`config.mk`:
```
export PLATFORM = sky130hd
export DESIGN_NAME = adc_capture_top
export DESIGN_NICKNAME = d
export VERILOG_FILES = /design/src/design/adc_capture_pkg.sv /design/src/design/sample_conditioner.sv /design/src/design/trigger_unit.sv /design/src/design/capture_buffer.sv /design/src/design/adc_capture_top.sv
export VERILOG_INCLUDE_DIRS = /design/src /design/src/design
export SDC_FILE = /design/constraint.sdc
export NUM_CORES = 1
export LEC_CHECK = 0
export ABC_AREA = 1
export BUFFER_PORTS_ARGS = -buffer_cell sky130_fd_sc_hd__buf_2
export CAP_MARGIN = 15
export CORE_ASPECT_RATIO = 1.4
export CORE_MARGIN = 10
export CORE_UTILIZATION = 30
export CTS_CLUSTER_SIZE = 8
export DETAILED_ROUTE_END_ITERATION = 10
export SLEW_MARGIN = 20
export SYNTH_ARGS = -nofsm -noshare
export SYNTH_HDL_FRONTEND = slang
export SYNTH_SLANG_ARGS = --single-unit
```
`constraint.sdc`:
```
create_clock -name ADC_clk_sample -period 7.5 [get_ports ADC_clk_sample]
set_input_delay 0.75 -clock ADC_clk_sample [delete_from_list [all_inputs] [get_ports ADC_clk_sample]]
set_output_delay 0.75 -clock ADC_clk_sample [all_outputs]
set_load 0.01 [all_outputs]
```
`src/design/adc_capture_cfg.svh`:
```
`ifndef ADC_CAPTURE_CFG_SVH
`define ADC_CAPTURE_CFG_SVH

// sample path
`define ADC_WIDTH    12
`define DS_WIDTH     13   // downsample ratio field

// capture fifo, FIFO_AW is log2 of FIFO_DEPTH
`define FIFO_DEPTH   16
`define FIFO_AW      4

// consumer slots, credits after reset
`define CREDIT_INIT  4
`define CREDIT_WIDTH 3

// trigger offset and sample counters
`define COUNT_WIDTH  32

`endif

```
`src/design/adc_capture_pkg.sv`:
```
`default_nettype none
`include "adc_capture_cfg.svh"

package adc_capture_pkg;

   typedef logic [`ADC_WIDTH-1:0]    sample_t;   // one adc sample
   typedef logic [`COUNT_WIDTH-1:0]  count_t;    // trigger offset, sample counts
   typedef logic [`DS_WIDTH-1:0]     ds_t;       // keep one sample in ds+1
   typedef logic [`FIFO_AW-1:0]      ptr_t;
   typedef logic [`FIFO_AW:0]        level_t;    // fifo fill, 0 up to FIFO_DEPTH
   typedef logic [`CREDIT_WIDTH-1:0] credit_t;

   // static setup, held while armed
   typedef struct packed {
      logic    source_adc;    // 1 adc, 0 test counter
      ds_t     downsample;
      logic    trig_source;   // 0 external, 1 adc level
      logic    trig_high;     // rising edge / level reached
      logic    trig_wait;     // wait for inactive trigger before arming
      sample_t trig_level;
      count_t  trig_offset;
      count_t  max_samples;
   } capture_cfg_t;

   typedef struct packed {
      logic    valid;
      sample_t sample;
   } cond_sample_t;

   typedef struct packed {
      logic    last;          // final word of the capture
      sample_t sample;
   } out_word_t;

   typedef enum logic [2:0] {
      IDLE,
      WAIT_INACTIVE,
      ARMED,
      OFFSET,
      CAPTURE
   } trig_state_e;

endpackage

`default_nettype wire

```
`src/design/sample_conditioner.sv`:
```
`default_nettype none
`timescale 1ns/1ns

module sample_conditioner
   import adc_capture_pkg::*;
(
   input  wire logic    ADC_clk_sample,
   input  wire logic    reset,
   input  wire sample_t adc_data_i,
   input  wire logic    source_adc_i,
   input  wire ds_t     downsample_i,
   output cond_sample_t sample_o
);

   sample_t test_cnt;   // free-running test pattern
   ds_t     ds_cnt;
   sample_t sample_q;
   logic    valid_q;

   // control state
   always_ff @(posedge ADC_clk_sample) begin
      if (reset) begin
         test_cnt <= '0;
         ds_cnt   <= '0;
         valid_q  <= 1'b0;
      end else begin
         test_cnt <= test_cnt + 1'b1;
         valid_q  <= (ds_cnt == '0);   // first sample of each group is kept
         if (ds_cnt >= downsample_i)
            ds_cnt <= '0;
         else
            ds_cnt <= ds_cnt + 1'b1;
      end
   end

   // payload register, one cycle behind adc_data_i
   always_ff @(posedge ADC_clk_sample) begin
      sample_q <= source_adc_i ? adc_data_i : test_cnt;
   end

   assign sample_o = '{valid: valid_q, sample: sample_q};

endmodule

`default_nettype wire

```
`src/design/trigger_unit.sv`:
```
`default_nettype none
`timescale 1ns/1ns

module trigger_unit
   import adc_capture_pkg::*;
(
   input  wire logic         ADC_clk_sample,
   input  wire logic         reset,
   input  wire capture_cfg_t cfg_i,
   input  wire cond_sample_t sample_i,
   input  wire logic         ext_trigger_i,
   input  wire logic         arm_i,
   input  wire logic         trigger_now_i,
   input  wire logic         capture_done_i,
   output logic              armed_o,
   output logic              capture_go_o
);

   trig_state_e state;
   count_t      offset_cnt;

   logic ext_q;        // registered external trigger
   logic ext_qq;       // previous value, for edge detection
   logic adc_active;
   logic ext_active;
   logic ext_prev_active;
   logic trig_active;
   logic trig_hit;

   always_ff @(posedge ADC_clk_sample) begin
      if (reset) begin
         ext_q  <= 1'b0;
         ext_qq <= 1'b0;
      end else begin
         ext_q  <= ext_trigger_i;
         ext_qq <= ext_q;
      end
   end

   // polarity applied to both sources
   always_comb begin
      if (cfg_i.trig_high) begin
         adc_active      = (sample_i.sample >= cfg_i.trig_level);
         ext_active      = ext_q;
         ext_prev_active = ext_qq;
      end else begin
         adc_active      = (sample_i.sample <= cfg_i.trig_level);
         ext_active      = ~ext_q;
         ext_prev_active = ~ext_qq;
      end

      if (cfg_i.trig_source) begin
         trig_active = adc_active;
         trig_hit    = sample_i.valid & adc_active;   // only kept samples count
      end else begin
         trig_active = ext_active;
         trig_hit    = ext_active & ~ext_prev_active;   // edge of chosen polarity
      end
   end

   always_ff @(posedge ADC_clk_sample) begin
      if (reset) begin
         state      <= IDLE;
         offset_cnt <= '0;
      end else begin
         case (state)
            IDLE: begin
               if (arm_i) begin
                  if (cfg_i.trig_wait && trig_active)
                     state <= WAIT_INACTIVE;
                  else
                     state <= ARMED;
               end
            end
            WAIT_INACTIVE: begin
               if (!trig_active)
                  state <= ARMED;
            end
            ARMED: begin
               if (trig_hit || trigger_now_i) begin
                  offset_cnt <= cfg_i.trig_offset - 1'b1;
                  if (cfg_i.trig_offset == '0)
                     state <= CAPTURE;
                  else
                     state <= OFFSET;
               end
            end
            OFFSET: begin
               // one cycle per offset count
               offset_cnt <= offset_cnt - 1'b1;
               if (offset_cnt == '0)
                  state <= CAPTURE;
            end
            CAPTURE: begin
               if (capture_done_i)
                  state <= IDLE;
            end
            default: state <= IDLE;
         endcase
      end
   end

   // armed until the capture itself starts
   assign armed_o      = (state == ARMED) || (state == OFFSET);
   assign capture_go_o = (state == CAPTURE);

endmodule

`default_nettype wire

```
`src/design/capture_buffer.sv`:
```
`default_nettype none
`timescale 1ns/1ns
`include "adc_capture_cfg.svh"

module capture_buffer
   import adc_capture_pkg::*;
(
   input  wire logic         ADC_clk_sample,
   input  wire logic         reset,
   input  wire cond_sample_t sample_i,
   input  wire logic         capture_go_i,
   input  wire count_t       max_samples_i,
   input  wire logic         arm_i,
   input  wire logic         credit_i,
   output logic              capture_done_o,
   output logic              out_valid_o,
   output out_word_t         out_word_o,
   output logic              overflow_o
);

   localparam level_t  LEVEL_FULL = level_t'(`FIFO_DEPTH);
   localparam credit_t CREDIT_RST = credit_t'(`CREDIT_INIT);

   out_word_t mem [`FIFO_DEPTH];

   ptr_t    wr_ptr;
   ptr_t    rd_ptr;
   level_t  level;
   credit_t credits;
   count_t  smp_cnt;
   count_t  smp_nxt;

   logic take;      // valid sample during a capture
   logic is_last;
   logic full;
   logic empty;
   logic push;
   logic pop;

   assign smp_nxt = smp_cnt + 1'b1;
   assign take    = capture_go_i & sample_i.valid;
   assign is_last = take && (smp_nxt == max_samples_i);
   assign full    = (level == LEVEL_FULL);
   assign empty   = (level == '0);
   assign push    = take & ~full;                 // full fifo drops the sample
   assign pop     = (credits != '0) & ~empty;

   assign capture_done_o = is_last;

   // dropped samples still advance the count
   always_ff @(posedge ADC_clk_sample) begin
      if (reset) begin
         smp_cnt <= '0;
      end else if (arm_i || is_last) begin
         smp_cnt <= '0;
      end else if (take) begin
         smp_cnt <= smp_nxt;
      end
   end

   always_ff @(posedge ADC_clk_sample) begin
      if (reset)
         overflow_o <= 1'b0;
      else if (arm_i)
         overflow_o <= 1'b0;
      else if (take && full)
         overflow_o <= 1'b1;   // sticky until the next arm
   end

   always_ff @(posedge ADC_clk_sample) begin
      if (push)
         mem[wr_ptr] <= '{last: is_last, sample: sample_i.sample};
   end

   always_ff @(posedge ADC_clk_sample) begin
      if (reset) begin
         wr_ptr <= '0;
         rd_ptr <= '0;
         level  <= '0;
      end else begin
         if (push)
            wr_ptr <= wr_ptr + 1'b1;
         if (pop)
            rd_ptr <= rd_ptr + 1'b1;
         case ({push, pop})
            2'b10:   level <= level + 1'b1;
            2'b01:   level <= level - 1'b1;
            default: level <= level;
         endcase
      end
   end

   // one credit per word sent, one back per consumer pulse
   always_ff @(posedge ADC_clk_sample) begin
      if (reset) begin
         credits <= CREDIT_RST;
      end else begin
         case ({pop, credit_i})
            2'b10:   credits <= credits - 1'b1;
            2'b01:   credits <= credits + 1'b1;
            default: credits <= credits;
         endcase
      end
   end

   always_ff @(posedge ADC_clk_sample) begin
      if (reset)
         out_valid_o <= 1'b0;
      else
         out_valid_o <= pop;
   end

   always_ff @(posedge ADC_clk_sample) begin
      if (pop)
         out_word_o <= mem[rd_ptr];   // word held until the next pop
   end

endmodule

`default_nettype wire

```
`src/design/adc_capture_top.sv`:
```
`default_nettype none
`timescale 1ns/1ns

module adc_capture_top
   import adc_capture_pkg::*;
(
   input  wire logic         ADC_clk_sample,
   input  wire logic         reset,
   input  wire capture_cfg_t cfg_i,
   input  wire logic         arm_i,
   input  wire logic         trigger_now_i,
   input  wire logic         ext_trigger_i,
   input  wire sample_t      adc_data_i,
   input  wire logic         credit_i,
   output logic              armed_o,
   output logic              capture_active_o,   // also the capture_go to the buffer
   output logic              out_valid_o,
   output out_word_t         out_word_o,
   output logic              overflow_o
);

   cond_sample_t cond_sample;
   logic         capture_done;

   sample_conditioner u_conditioner (
      .ADC_clk_sample (ADC_clk_sample),
      .reset          (reset),
      .adc_data_i     (adc_data_i),
      .source_adc_i   (cfg_i.source_adc),
      .downsample_i   (cfg_i.downsample),
      .sample_o       (cond_sample)
   );

   trigger_unit u_trigger (
      .ADC_clk_sample (ADC_clk_sample),
      .reset          (reset),
      .cfg_i          (cfg_i),
      .sample_i       (cond_sample),
      .ext_trigger_i  (ext_trigger_i),
      .arm_i          (arm_i),
      .trigger_now_i  (trigger_now_i),
      .capture_done_i (capture_done),
      .armed_o        (armed_o),
      .capture_go_o   (capture_active_o)
   );

   capture_buffer u_buffer (
      .ADC_clk_sample (ADC_clk_sample),
      .reset          (reset),
      .sample_i       (cond_sample),
      .capture_go_i   (capture_active_o),
      .max_samples_i  (cfg_i.max_samples),
      .arm_i          (arm_i),
      .credit_i       (credit_i),
      .capture_done_o (capture_done),
      .out_valid_o    (out_valid_o),
      .out_word_o     (out_word_o),
      .overflow_o     (overflow_o)
   );

endmodule

`default_nettype wire

```
[After elaboration in Yosys (flattened, before gate mapping)]
Memories as Yosys holds them, arrays and structs flattened. A register that Yosys moved wholly into a read port is not among the register bits.
Cells that the tools add are included.
Word-level totals
  bits in latches: 0
  word-level logic and storage cells: 95
  input bits: 111
  memory bits (read-only): 0
  memories: 1
  memory bits (writable): 208
  register bits after elaboration: 125
  output and inout bits: 17
Memory list
  u_buffer.mem: depth 16, width 13, read ports 1, clocked after Yosys merged registers in 1, wr ports 1, RTL line capture_buffer.sv:24  | out_word_t mem [`FIFO_DEPTH];
Operators by class
  multiply operators: 0
  muxes and demuxes: 20
  shift-type cells: 0
  add/sub/neg operators: 11
  div/mod/pow operators: 0
  bitwise operators: 10
  magnitude comparators: 3
  reduce and logical (&&, ||, !) cells: 20
  equality and inequality tests: 15
Operator list (count)
  zero test 32 bit: 2
  one-hot mux 32 bit (2 select lines): 1
  subtractor 32 x 1 -> 32 bit, second input constant: 2
  adder 32 x 1 -> 32 bit, second input constant: 1
  equality test 32 bit: 1
  2-to-1 mux 32 bit: 1
  2-to-1 mux 3 bit: 6
  one-hot mux 3 bit (5 select lines): 1
  adder 13 x 1 -> 13 bit, second input constant: 1
  greater-or-equal comparator 13 bit: 1
  zero test 13 bit: 1
  adder 12 x 1 -> 12 bit, second input constant: 1
  greater-or-equal comparator 12 bit: 1
  <= comparator 12 bit: 1
  2-to-1 mux 12 bit: 1
  one-hot mux 5 bit (2 select lines): 1
  adder 4 x 1 -> 4 bit, second input constant: 2
  2-to-1 mux 1 bit: 7
  equality test 3 x 2 -> 1 bit, second input constant: 2
  inequality test 2 bit, second input constant: 3
  one-hot mux 3 bit (2 select lines): 1
  nonzero test 2 bit: 3
  OR reduction 2 bit: 3
  adder 5 x 1 -> 5 bit, second input constant: 1
  19 further kinds: 34

[Depth between registers and ports, before layout]
Gate-level depths: netlist of the first run.
  depth after elaboration: 8
  gate-level depth with buffers: 18
  mapped depth without buffers: 18

[By module]
A second synthesis of the first run with hierarchy kept.
Second synthesis, totals
  cells, all modules: 2077
  area, all modules: 17778.3 um^2
Modules (own cells, without submodules)
  capture_buffer: area an instance 12514.5 um^2, sequential area each 7637.3 um^2, instances 1, cells each 1277
  trigger_unit: area an instance 3342.0 um^2, sequential area each 740.7 um^2, instances 1, cells each 552
  sample_conditioner: area an instance 1921.8 um^2, sequential area each 760.7 um^2, instances 1, cells each 248

[Worst setup path after synthesis of the first run]
OpenSTA, ideal clock, no wires.
  kind: register to register
  start: register u_trigger.state[0]
  end: register u_buffer.level[4]
  data arrival time: 2.632 ns
  cell stages (with the launch flop): 17
  period minus slack after synthesis: 2.753 ns
  setup time: 0.121 ns
  data required time: 7.379 ns
  path slack: 4.747 ns
  path buffers: 2
  cell sequence: dfxtp_1 buf_6 nor3_1 nand2_1 inv_1 buf_2 nand2_1 ha_1 ha_1 nand2_1 nor2_1 a211oi_1 nand2_1 nand2_1 nor2_1 o21ai_0 a21oi_1
Between the ends
  word-level cells in the longest chain between the ends: 5
  elaborated cells between the ends (all ways): 7
  classes of those cells: 3 x eq/ne; 1 x mux; 2 x bitwise; 1 x reduce/logical
RTL lines
  start, declared: RTL line trigger_unit.sv:19  | trig_state_e state;
  start signal, assigned: RTL line trigger_unit.sv:63  | state <= IDLE;
  start signal, assigned: RTL line trigger_unit.sv:70  | state <= WAIT_INACTIVE;
  start signal, assigned: RTL line trigger_unit.sv:72  | state <= ARMED;
  equality test 3 bit *: RTL line trigger_unit.sv:105  | assign capture_go_o = (state == CAPTURE);
  named net capture_active_o: RTL line adc_capture_top.sv:16  | output logic capture_active_o,
  bitwise AND 1 bit *: RTL line capture_buffer.sv:41  | assign take = capture_go_i & sample_i.valid;
  bitwise AND 1 bit *: RTL line capture_buffer.sv:45  | assign push = take & ~full;
  equality test 2 x 1 -> 1 bit / equality test 2 bit (equally long branches): RTL line capture_buffer.sv:85  | case ({push, pop})
  one-hot mux 5 bit (2 select lines) / nonzero test 2 bit (equally long branches)
  end signal, assigned: RTL line capture_buffer.sv:86  | 2'b10: level <= level + 1'b1;
  end signal, assigned: RTL line capture_buffer.sv:87  | 2'b01: level <= level - 1'b1;
  end signal, assigned: RTL line capture_buffer.sv:88  | default: level <= level;
  end, declared: RTL line capture_buffer.sv:28  | level_t level;
The timed path passes the listed nets; every way through them passes the cells marked *.
A chain may end at the register's enable or synchronous reset.

[Final worst setup path of the first run]
  start: register u_conditioner.sample_q[10]
  end: register u_trigger.offset_cnt[23]
Between the ends
  word-level cells in the longest chain between the ends: 7
  elaborated cells between the ends (all ways): 8
  classes of those cells: 2 x order compare; 1 x eq/ne; 2 x mux; 1 x bitwise; 2 x reduce/logical
RTL lines
  start, declared: RTL line sample_conditioner.sv:17  | sample_t sample_q;
  start signal, assigned: RTL line sample_conditioner.sv:38  | sample_q <= source_adc_i ? adc_data_i : test_cnt;
  <= comparator 12 bit / greater-or-equal comparator 12 bit (equally long branches): RTL line trigger_unit.sv:47, trigger_unit.sv:43
  2-to-1 mux 1 bit *: RTL line trigger_unit.sv:42  | if (cfg_i.trig_high) begin
  bitwise AND 1 bit *: RTL line trigger_unit.sv:54  | trig_hit = sample_i.valid & adc_active;
  2-to-1 mux 1 bit *: RTL line trigger_unit.sv:52  | if (cfg_i.trig_source) begin
  logical OR 1 bit *: RTL line trigger_unit.sv:80  | if (trig_hit || trigger_now_i) begin
  inequality test 2 x 1 -> 1 bit (no source line) *
  AND reduction 2 bit (no source line) *
  end signal, assigned: RTL line trigger_unit.sv:81  | offset_cnt <= cfg_i.trig_offset - 1'b1;
  end signal, assigned: RTL line trigger_unit.sv:90  | offset_cnt <= offset_cnt - 1'b1;
  end, declared: RTL line trigger_unit.sv:20  | count_t offset_cnt;
Every way passes the cells marked *; elsewhere a longest branch is shown, timed or not.

==> out/results.ini, run 1 <==
[timing]
min_period_over_period_pct=46.8
setup_violations=0
grt_setup_unrepaired=no
fmax_mhz=285
fin_ws_ns=3.99
timing_hold_violations_final=0
slew_viol_final=0
worst_pin_slew_ns=1.14
fin_tns_setup_ns=0
period_needed_ns=3.51
slew_headroom_pct=24.2
skew_ns=0.0427

[synthesis]
synthesis.instances=1953
synthesis.area_um2=17200
synth_top_area_share_pct=38.6
ys_types=50
synth_area_leader_cell=edfxtp_1
ys_seq_area_share_pct=53.1
synth-async-reset-ratio_pct=0
synth_nets=2106
syn_area_per_cell_um2=8.81
yosys_register_bits=346
ys.flop_type=edfxtp_1
synth_edf_count=221
netlist_top_cells_area=edfxtp_1 (39%), dfxtp_1 (15%), nand2_1 (7.8%)
yosysWarnings=0

[clocking]
cts_buffers=50
post_cts_buffers=0
path_clk_slew_ns=0.05
cts_buffer_depth=3
numClockSinks=346
clock_latency_ns=0.61
postCtsHoldBufs=0
h-tree-depth=2
cts_tree=yes
clock-root-buffer=clkbuf_16
cts_resized=0

[final_layout]
drive_gt1_share_pct=13.1
area_growth_pct=16.7
final_common_cell=nand2_1
most-common-layout-cells=nand2_1 (358), nor2_1 (297), edfxtp_1 (221)
diodes=0
final_net_count=2231

[floorplanning]
die_area_um2=67500
core_um2=56600
start_util_pct=30.4
placementRows=103
fp.dieW_um=222
die_h_um=303
io_pins=128

[worst_hold_path]
min_path_type=input port to flip-flop
holdPathStages=2
min_to=u_buffer.overflow_o
hp-start=arm_i

[grt]
grt_pass1_vias=14100
grt_pass1_wl_um=77300
grt_use_total_pct=14.3
grt_overflow_total=0
grt_max_degree=107
antenna_found_initial=4

[detailed_routing]
routedWlPerCell_um=17.5
ant_nets=0
drc=0
drt_pass1_iterations=5
vias=14100
drt_wl_total_um=49900
vias_per_cell=4.96
drt_iter0_markers=998

[worst_setup_path]
end_kind=flip-flop
reg2regPathDepth=12
cp_max_fo=40
crit_type=flip-flop to flip-flop
cpPeakStageDelay_ns=0.79
arrival_ns=4.04
crit_chain=ha_1 > nand2_1 > o21a_1 > nand4_1 > nand3_1 > nand3_1 > nand2_1 > nand2_1 > inv_1 > buf_4 > o21ai_0 > a21oi_1
cpMaxStageDelayCell=dfxtp_1
start_kind=flip-flop
regToRegEndpoint=u_trigger.offset_cnt[23]
required_ns=8.03
crit-reg2reg-launch=u_conditioner.sample_q[10]
cp_common_cell=nand2_1
r2r_slack_ns=3.99

[placed_design]
portBuffers=127
dp_hpwl_um=34100
place_ws_ns=3.83
gp_congestion=0.913

[power]
power_density_nw_per_um2=296
irDropWorstVdd_mv=0.161
power_leakage_nw=7.73

[run_status]
status=finished, final reports clean

[flow_run]
maxCapViolations=0

## sequential cells by signal (all words and copies together) (netlist names), 4 cells and up
| signal | flops |
|---|---|
| u_conditioner.test_cnt | 12 |
| u_buffer.wr_ptr | 4 |
| u_trigger.offset_cnt | 32 |
| u_conditioner.ds_cnt | 13 |
| u_buffer.out_word_o | 13 |
| u_conditioner.sample_q | 12 |
| u_buffer.smp_cnt | 32 |
| u_buffer.mem | 208 |
| u_buffer.level | 5 |
| u_buffer.rd_ptr | 4 |
## worst max-delay path by stage
stage,startpoint,to,slack (ns),cells past startpoint
global placement,cfg_i[75],u_trigger.offset_cnt[29],3.86,16
finish,u_conditioner.sample_q[10],u_trigger.offset_cnt[23],3.99,12
CTS,u_conditioner.sample_q[0],u_trigger.offset_cnt[13],3.95,16
global route,u_trigger.state[0],u_buffer.level[4],3.55,14
floorplan,u_trigger.state[0],u_buffer.level[4],4.75,16
detailed placement,cfg_i[75],u_trigger.offset_cnt[19],3.83,16
## stage by stage
stage	instance area [um^2]	utilization [%]	total power [mW]	instances	hold slack, ns
2_1_floorplan	17200	-	3.38	1953	0.417
3_3_place_gp	18600	32.8	3.80	2760	0.430
3_5_place_dp	18600	32.8	3.84	2760	0.437
4_1_cts	20100	35.4	5.99	2847	0.291
5_1_grt	20100	35.5	6.29	2848	0.330
6_report	20100	35.5	5.95	2848	0.336
## area by class of cell
type,instances,area (um^2)
clock buffers,82,1380
flip-flops and latches,346,9140
fillers,5675,36500
multi-input cells,1338,7010
inverters,197,739
clock inverters,5,103
repair buffers,145,791
well taps,735,920
## Yosys cell counts (20+ instances only)
cell type,n
nand3_1,101
nand2_1,358
clkbuf_1,61
inv_1,191
nand4_1,20
dfxtp_1,125
xor2_1,22
edfxtp_1,221
a21oi_1,58
o21ai_0,202
nor2_1,305
ha_1,40
o221ai_1,36
nor4_1,22
## power by group
part           total [mW]  leakage [nW]  internal [mW]  switching [mW]
clock                2.12         0.698           1.26           0.868
sequential           2.35          3.07           2.21           0.134
combinational        1.48          3.96          0.484           0.996
total                5.95          7.73           3.95            2.00
## per-layer routing
metal  vias up  track usage, %  routed length [um]  share of wire (%)
li1       6899               -                   -                  -
met5         -               0                  58               0.12
met2       396            25.6               25000                 50
met4         8            5.88                1740                3.5
met3       101            2.87                2720                5.5
met1      6728            16.3               20400                 41
## logic make-up (layout without fill, tap and decap cells)
logic type | Yosys count | in the layout | synth area share [%]
xor+xnor | 39 | 39 | 2.23
fa+ha+maj | 42 | 42 | 3.14
flops | 346 | 346 | 53.1
buf+inv | 269 | 429 | 6.27
mux | 5 | 5 | 0.291
simple gates | 886 | 886 | 22.5
compound gates | 366 | 366 | 12.4
## worst max-delay path, delay by kind of cell, from the launching register on
kind,cells,cell delay (ns)
buffers and inverters,2,0.80
adder cells (fa/ha/maj),1,0.36
AND/OR/NAND/NOR,6,1.03
flip-flops,1,0.79
AO/OA/AOI/OAI,3,0.44
Note: power is estimated with default switching activity, not from simulation.
==> run 2: changes to the inputs <==
==> constraint.sdc (replaced) <==
create_clock -name ADC_clk_sample -period 3.27 [get_ports ADC_clk_sample]
set_input_delay 0.327 -clock ADC_clk_sample [delete_from_list [all_inputs] [get_ports ADC_clk_sample]]
set_output_delay 0.327 -clock ADC_clk_sample [all_outputs]
set_load 0.01 [all_outputs]
==> run 2 against run 1 <==
Compared with the run above: maximum frequency up 23%; sequential cell count stayed put; sequential share of layout area is 0.47 points lower; die area is the same; non-clock buffer count grew 34; clock power up 120%; global-route usage increased by 0.25 points; highest routed layer unchanged; via count rose by 1.9%; register-to-register slack got worse by 3.6 ns; largest cell class unchanged; setup slack worse by 3.6 ns.
==> out/results.ini, run 2 (synthesis gave the netlist of run 1 again) <==
[run_status]
status=finished, final reports clean

[timing]
fmax_mhz=351  ; +23%
timing_hold_violations_final=0  ; unchanged
slew_viol_final=0  ; unchanged
period_needed_ns=2.85  ; -0.656 ns
setup_violations=0  ; unchanged
grt_setup_unrepaired=no
skew_ns=0.0335  ; -0.00921 ns
worst_pin_slew_ns=1.11  ; -0.0293 ns
slew_headroom_pct=26.1  ; +2.0 points
fin_tns_setup_ns=0  ; unchanged
finalHoldWorstSlack_ns=0.0247  ; -0.311 ns
min_period_over_period_pct=87.2  ; +40 points

[power]
power_density_nw_per_um2=668  ; +130%
power_leakage_nw=7.88  ; +1.9%
irDropWorstVdd_mv=0.400  ; +150%

[worst_setup_path]
end_kind=flip-flop
start_kind=flip-flop
critPathTopFamily=simple AND/OR/NAND/NOR gates
required_ns=3.75  ; -4.28 ns
cpMaxStageDelayCell=dfxtp_1
crit_chain=ha_1 > a21oi_1 > o21ai_0 > nand2_1 > nand4_1 > nand3_1 > nand3_1 > nand2_1 > nand2_1 > inv_1 > buf_4 > nor2_1 > a211oi_1
cp_max_fo=50  ; +25%
critical_path_buf_inv_count=2  ; unchanged
cpPeakStageDelay_ns=0.71  ; -0.08 ns
r2r_slack_ns=0.42  ; -3.57 ns
crit_type=flip-flop to flip-flop
cp_common_cell=nand2_1
arrival_ns=3.33  ; -0.71 ns

[grt]
antenna_found_initial=3  ; -1
grt_pass1_wl_um=78600  ; +1.7%
grt_overflow_total=0  ; unchanged
grt_use_total_pct=14.5  ; +0.25 points
grt_max_degree=107  ; unchanged
grt_pass1_vias=14400  ; +2.3%

[floorplanning]
start_util_pct=30.4  ; unchanged
core_um2=56600  ; unchanged
die_area_um2=67500  ; unchanged
die_h_um=303  ; unchanged
placementRows=103  ; unchanged
fp.dieW_um=222  ; unchanged
io_pins=128  ; unchanged

[detailed_routing]
wl_met3_um=2700  ; -0.84%
ant_nets=0  ; unchanged
routedWlPerCell_um=17.6  ; +0.63%
drc=0  ; unchanged
drt_wl_total_um=50800  ; +1.8%
vias_per_cell=5.00  ; +0.74%
vias=14400  ; +1.9%
met2_length_um=26100  ; +4.4%
drt_pass1_iterations=5  ; unchanged
routedLengthMet1_um=20100  ; -1.8%
drt_iter0_markers=788  ; -21%
highest_layer=met5

[final_layout]
most-common-layout-cells=nand2_1 (358), nor2_1 (305), edfxtp_1 (221)
final_common_cell=nand2_1
drive_gt1_share_pct=13.5  ; +0.46 points
area_growth_pct=17.9
reg_top3=u_buffer.mem: 208 flops, u_buffer.smp_cnt: 32 flops, u_trigger.offset_cnt: 32 flops
regMostFlops=u_buffer.mem
fin_util_pct=35.9  ; +0.37 points
final_net_count=2264  ; +1.5%
largest_reg_flops=208  ; unchanged

[clocking]
cts_tree=yes
post_cts_buffers=0  ; unchanged
cts_buffer_depth=3  ; unchanged
clock-root-buffer=clkbuf_16
cts_buffers=49  ; -2.0%
path_clk_slew_ns=0.05  ; about the same
h-tree-depth=2  ; unchanged
clock_latency_ns=0.58  ; -0.03 ns
numClockSinks=346  ; unchanged

[worst_hold_path]
min_path_type=input port to flip-flop

[flow_run]
maxCapViolations=0  ; unchanged

[placed_design]
portBuffers=127  ; unchanged
dp_hpwl_um=34900  ; +2.4%
gp_congestion=0.905  ; -0.84%

## run 2: changes by cell type in the layout (fill, tap and decap cells not counted), moves of 2 or more
| cell | before | now |
|---|---|---|
| dlygate4sd3_1 | 0 | 8 |
| buf_4 | 17 | 42 |
| nor2_2 | 19 | 11 |
| buf_12 | 0 | 2 |
| nor2_1 | 297 | 305 |
## run 2: cell type report
class	count	area, um^2
fill	5681	36300
sequential	346	9140
multi-input combinational	1338	6990
clock buffer	81	1350
timing repair buffer	179	1070
tap	735	920
inverter	197	739
clock inverter	4	85.1
antenna	1	2.50
## run 2: final timing paths
check / startpoint / endpoint / cells after the start
worst max register to register: u_conditioner.sample_q[7] / u_trigger.offset_cnt[13] / 13
worst min register to register: u_conditioner.ds_cnt[0] / u_conditioner.ds_cnt[0] / 1
worst max-delay path: u_conditioner.sample_q[7] / u_trigger.offset_cnt[13] / 13
worst min-delay path: adc_data_i[10] / u_conditioner.sample_q[10] / 3
## run 2: per-stage QoR
stage                     cells  setup slack, ns  cell area (um^2)  total power [mW]
after floorplan            1953            0.517             17200              7.75
after global placement     2787            0.489             18800              8.77
after detailed placement   2787            0.459             18800              8.88
after CTS                  2880            0.443             20300              13.7
after global routing       2881            0.102             20300              14.3
final                      2881            0.418             20300              13.6
## run 2: what timing repair did
item / CTS / global route
gates resized for setup: 0 / 0
hold endpoints to repair: 8 / 0
hold buffers: 8 / 0
## run 2: tightest hold or removal path: stages
cell and delay, ns:
buf_2 0.08, nand2_1 0.08, o21ai_0 0.08
## run 2: metal layers
metal | track usage, % | vias to the layer above
met5 | 0 | -
met4 | 6.45 | 4
met3 | 2.19 | 113
li1 | - | 6976
met1 | 16.3 | 6868
met2 | 26.8 | 441
## run 2: where the power goes
group | total, mW | internal, mW | leakage (nW) | switching, mW
Combinational | 3.47 | 1.15 | 4.13 | 2.32
Sequential | 5.34 | 5.07 | 3.07 | 0.273
Clock | 4.74 | 2.80 | 0.678 | 1.94
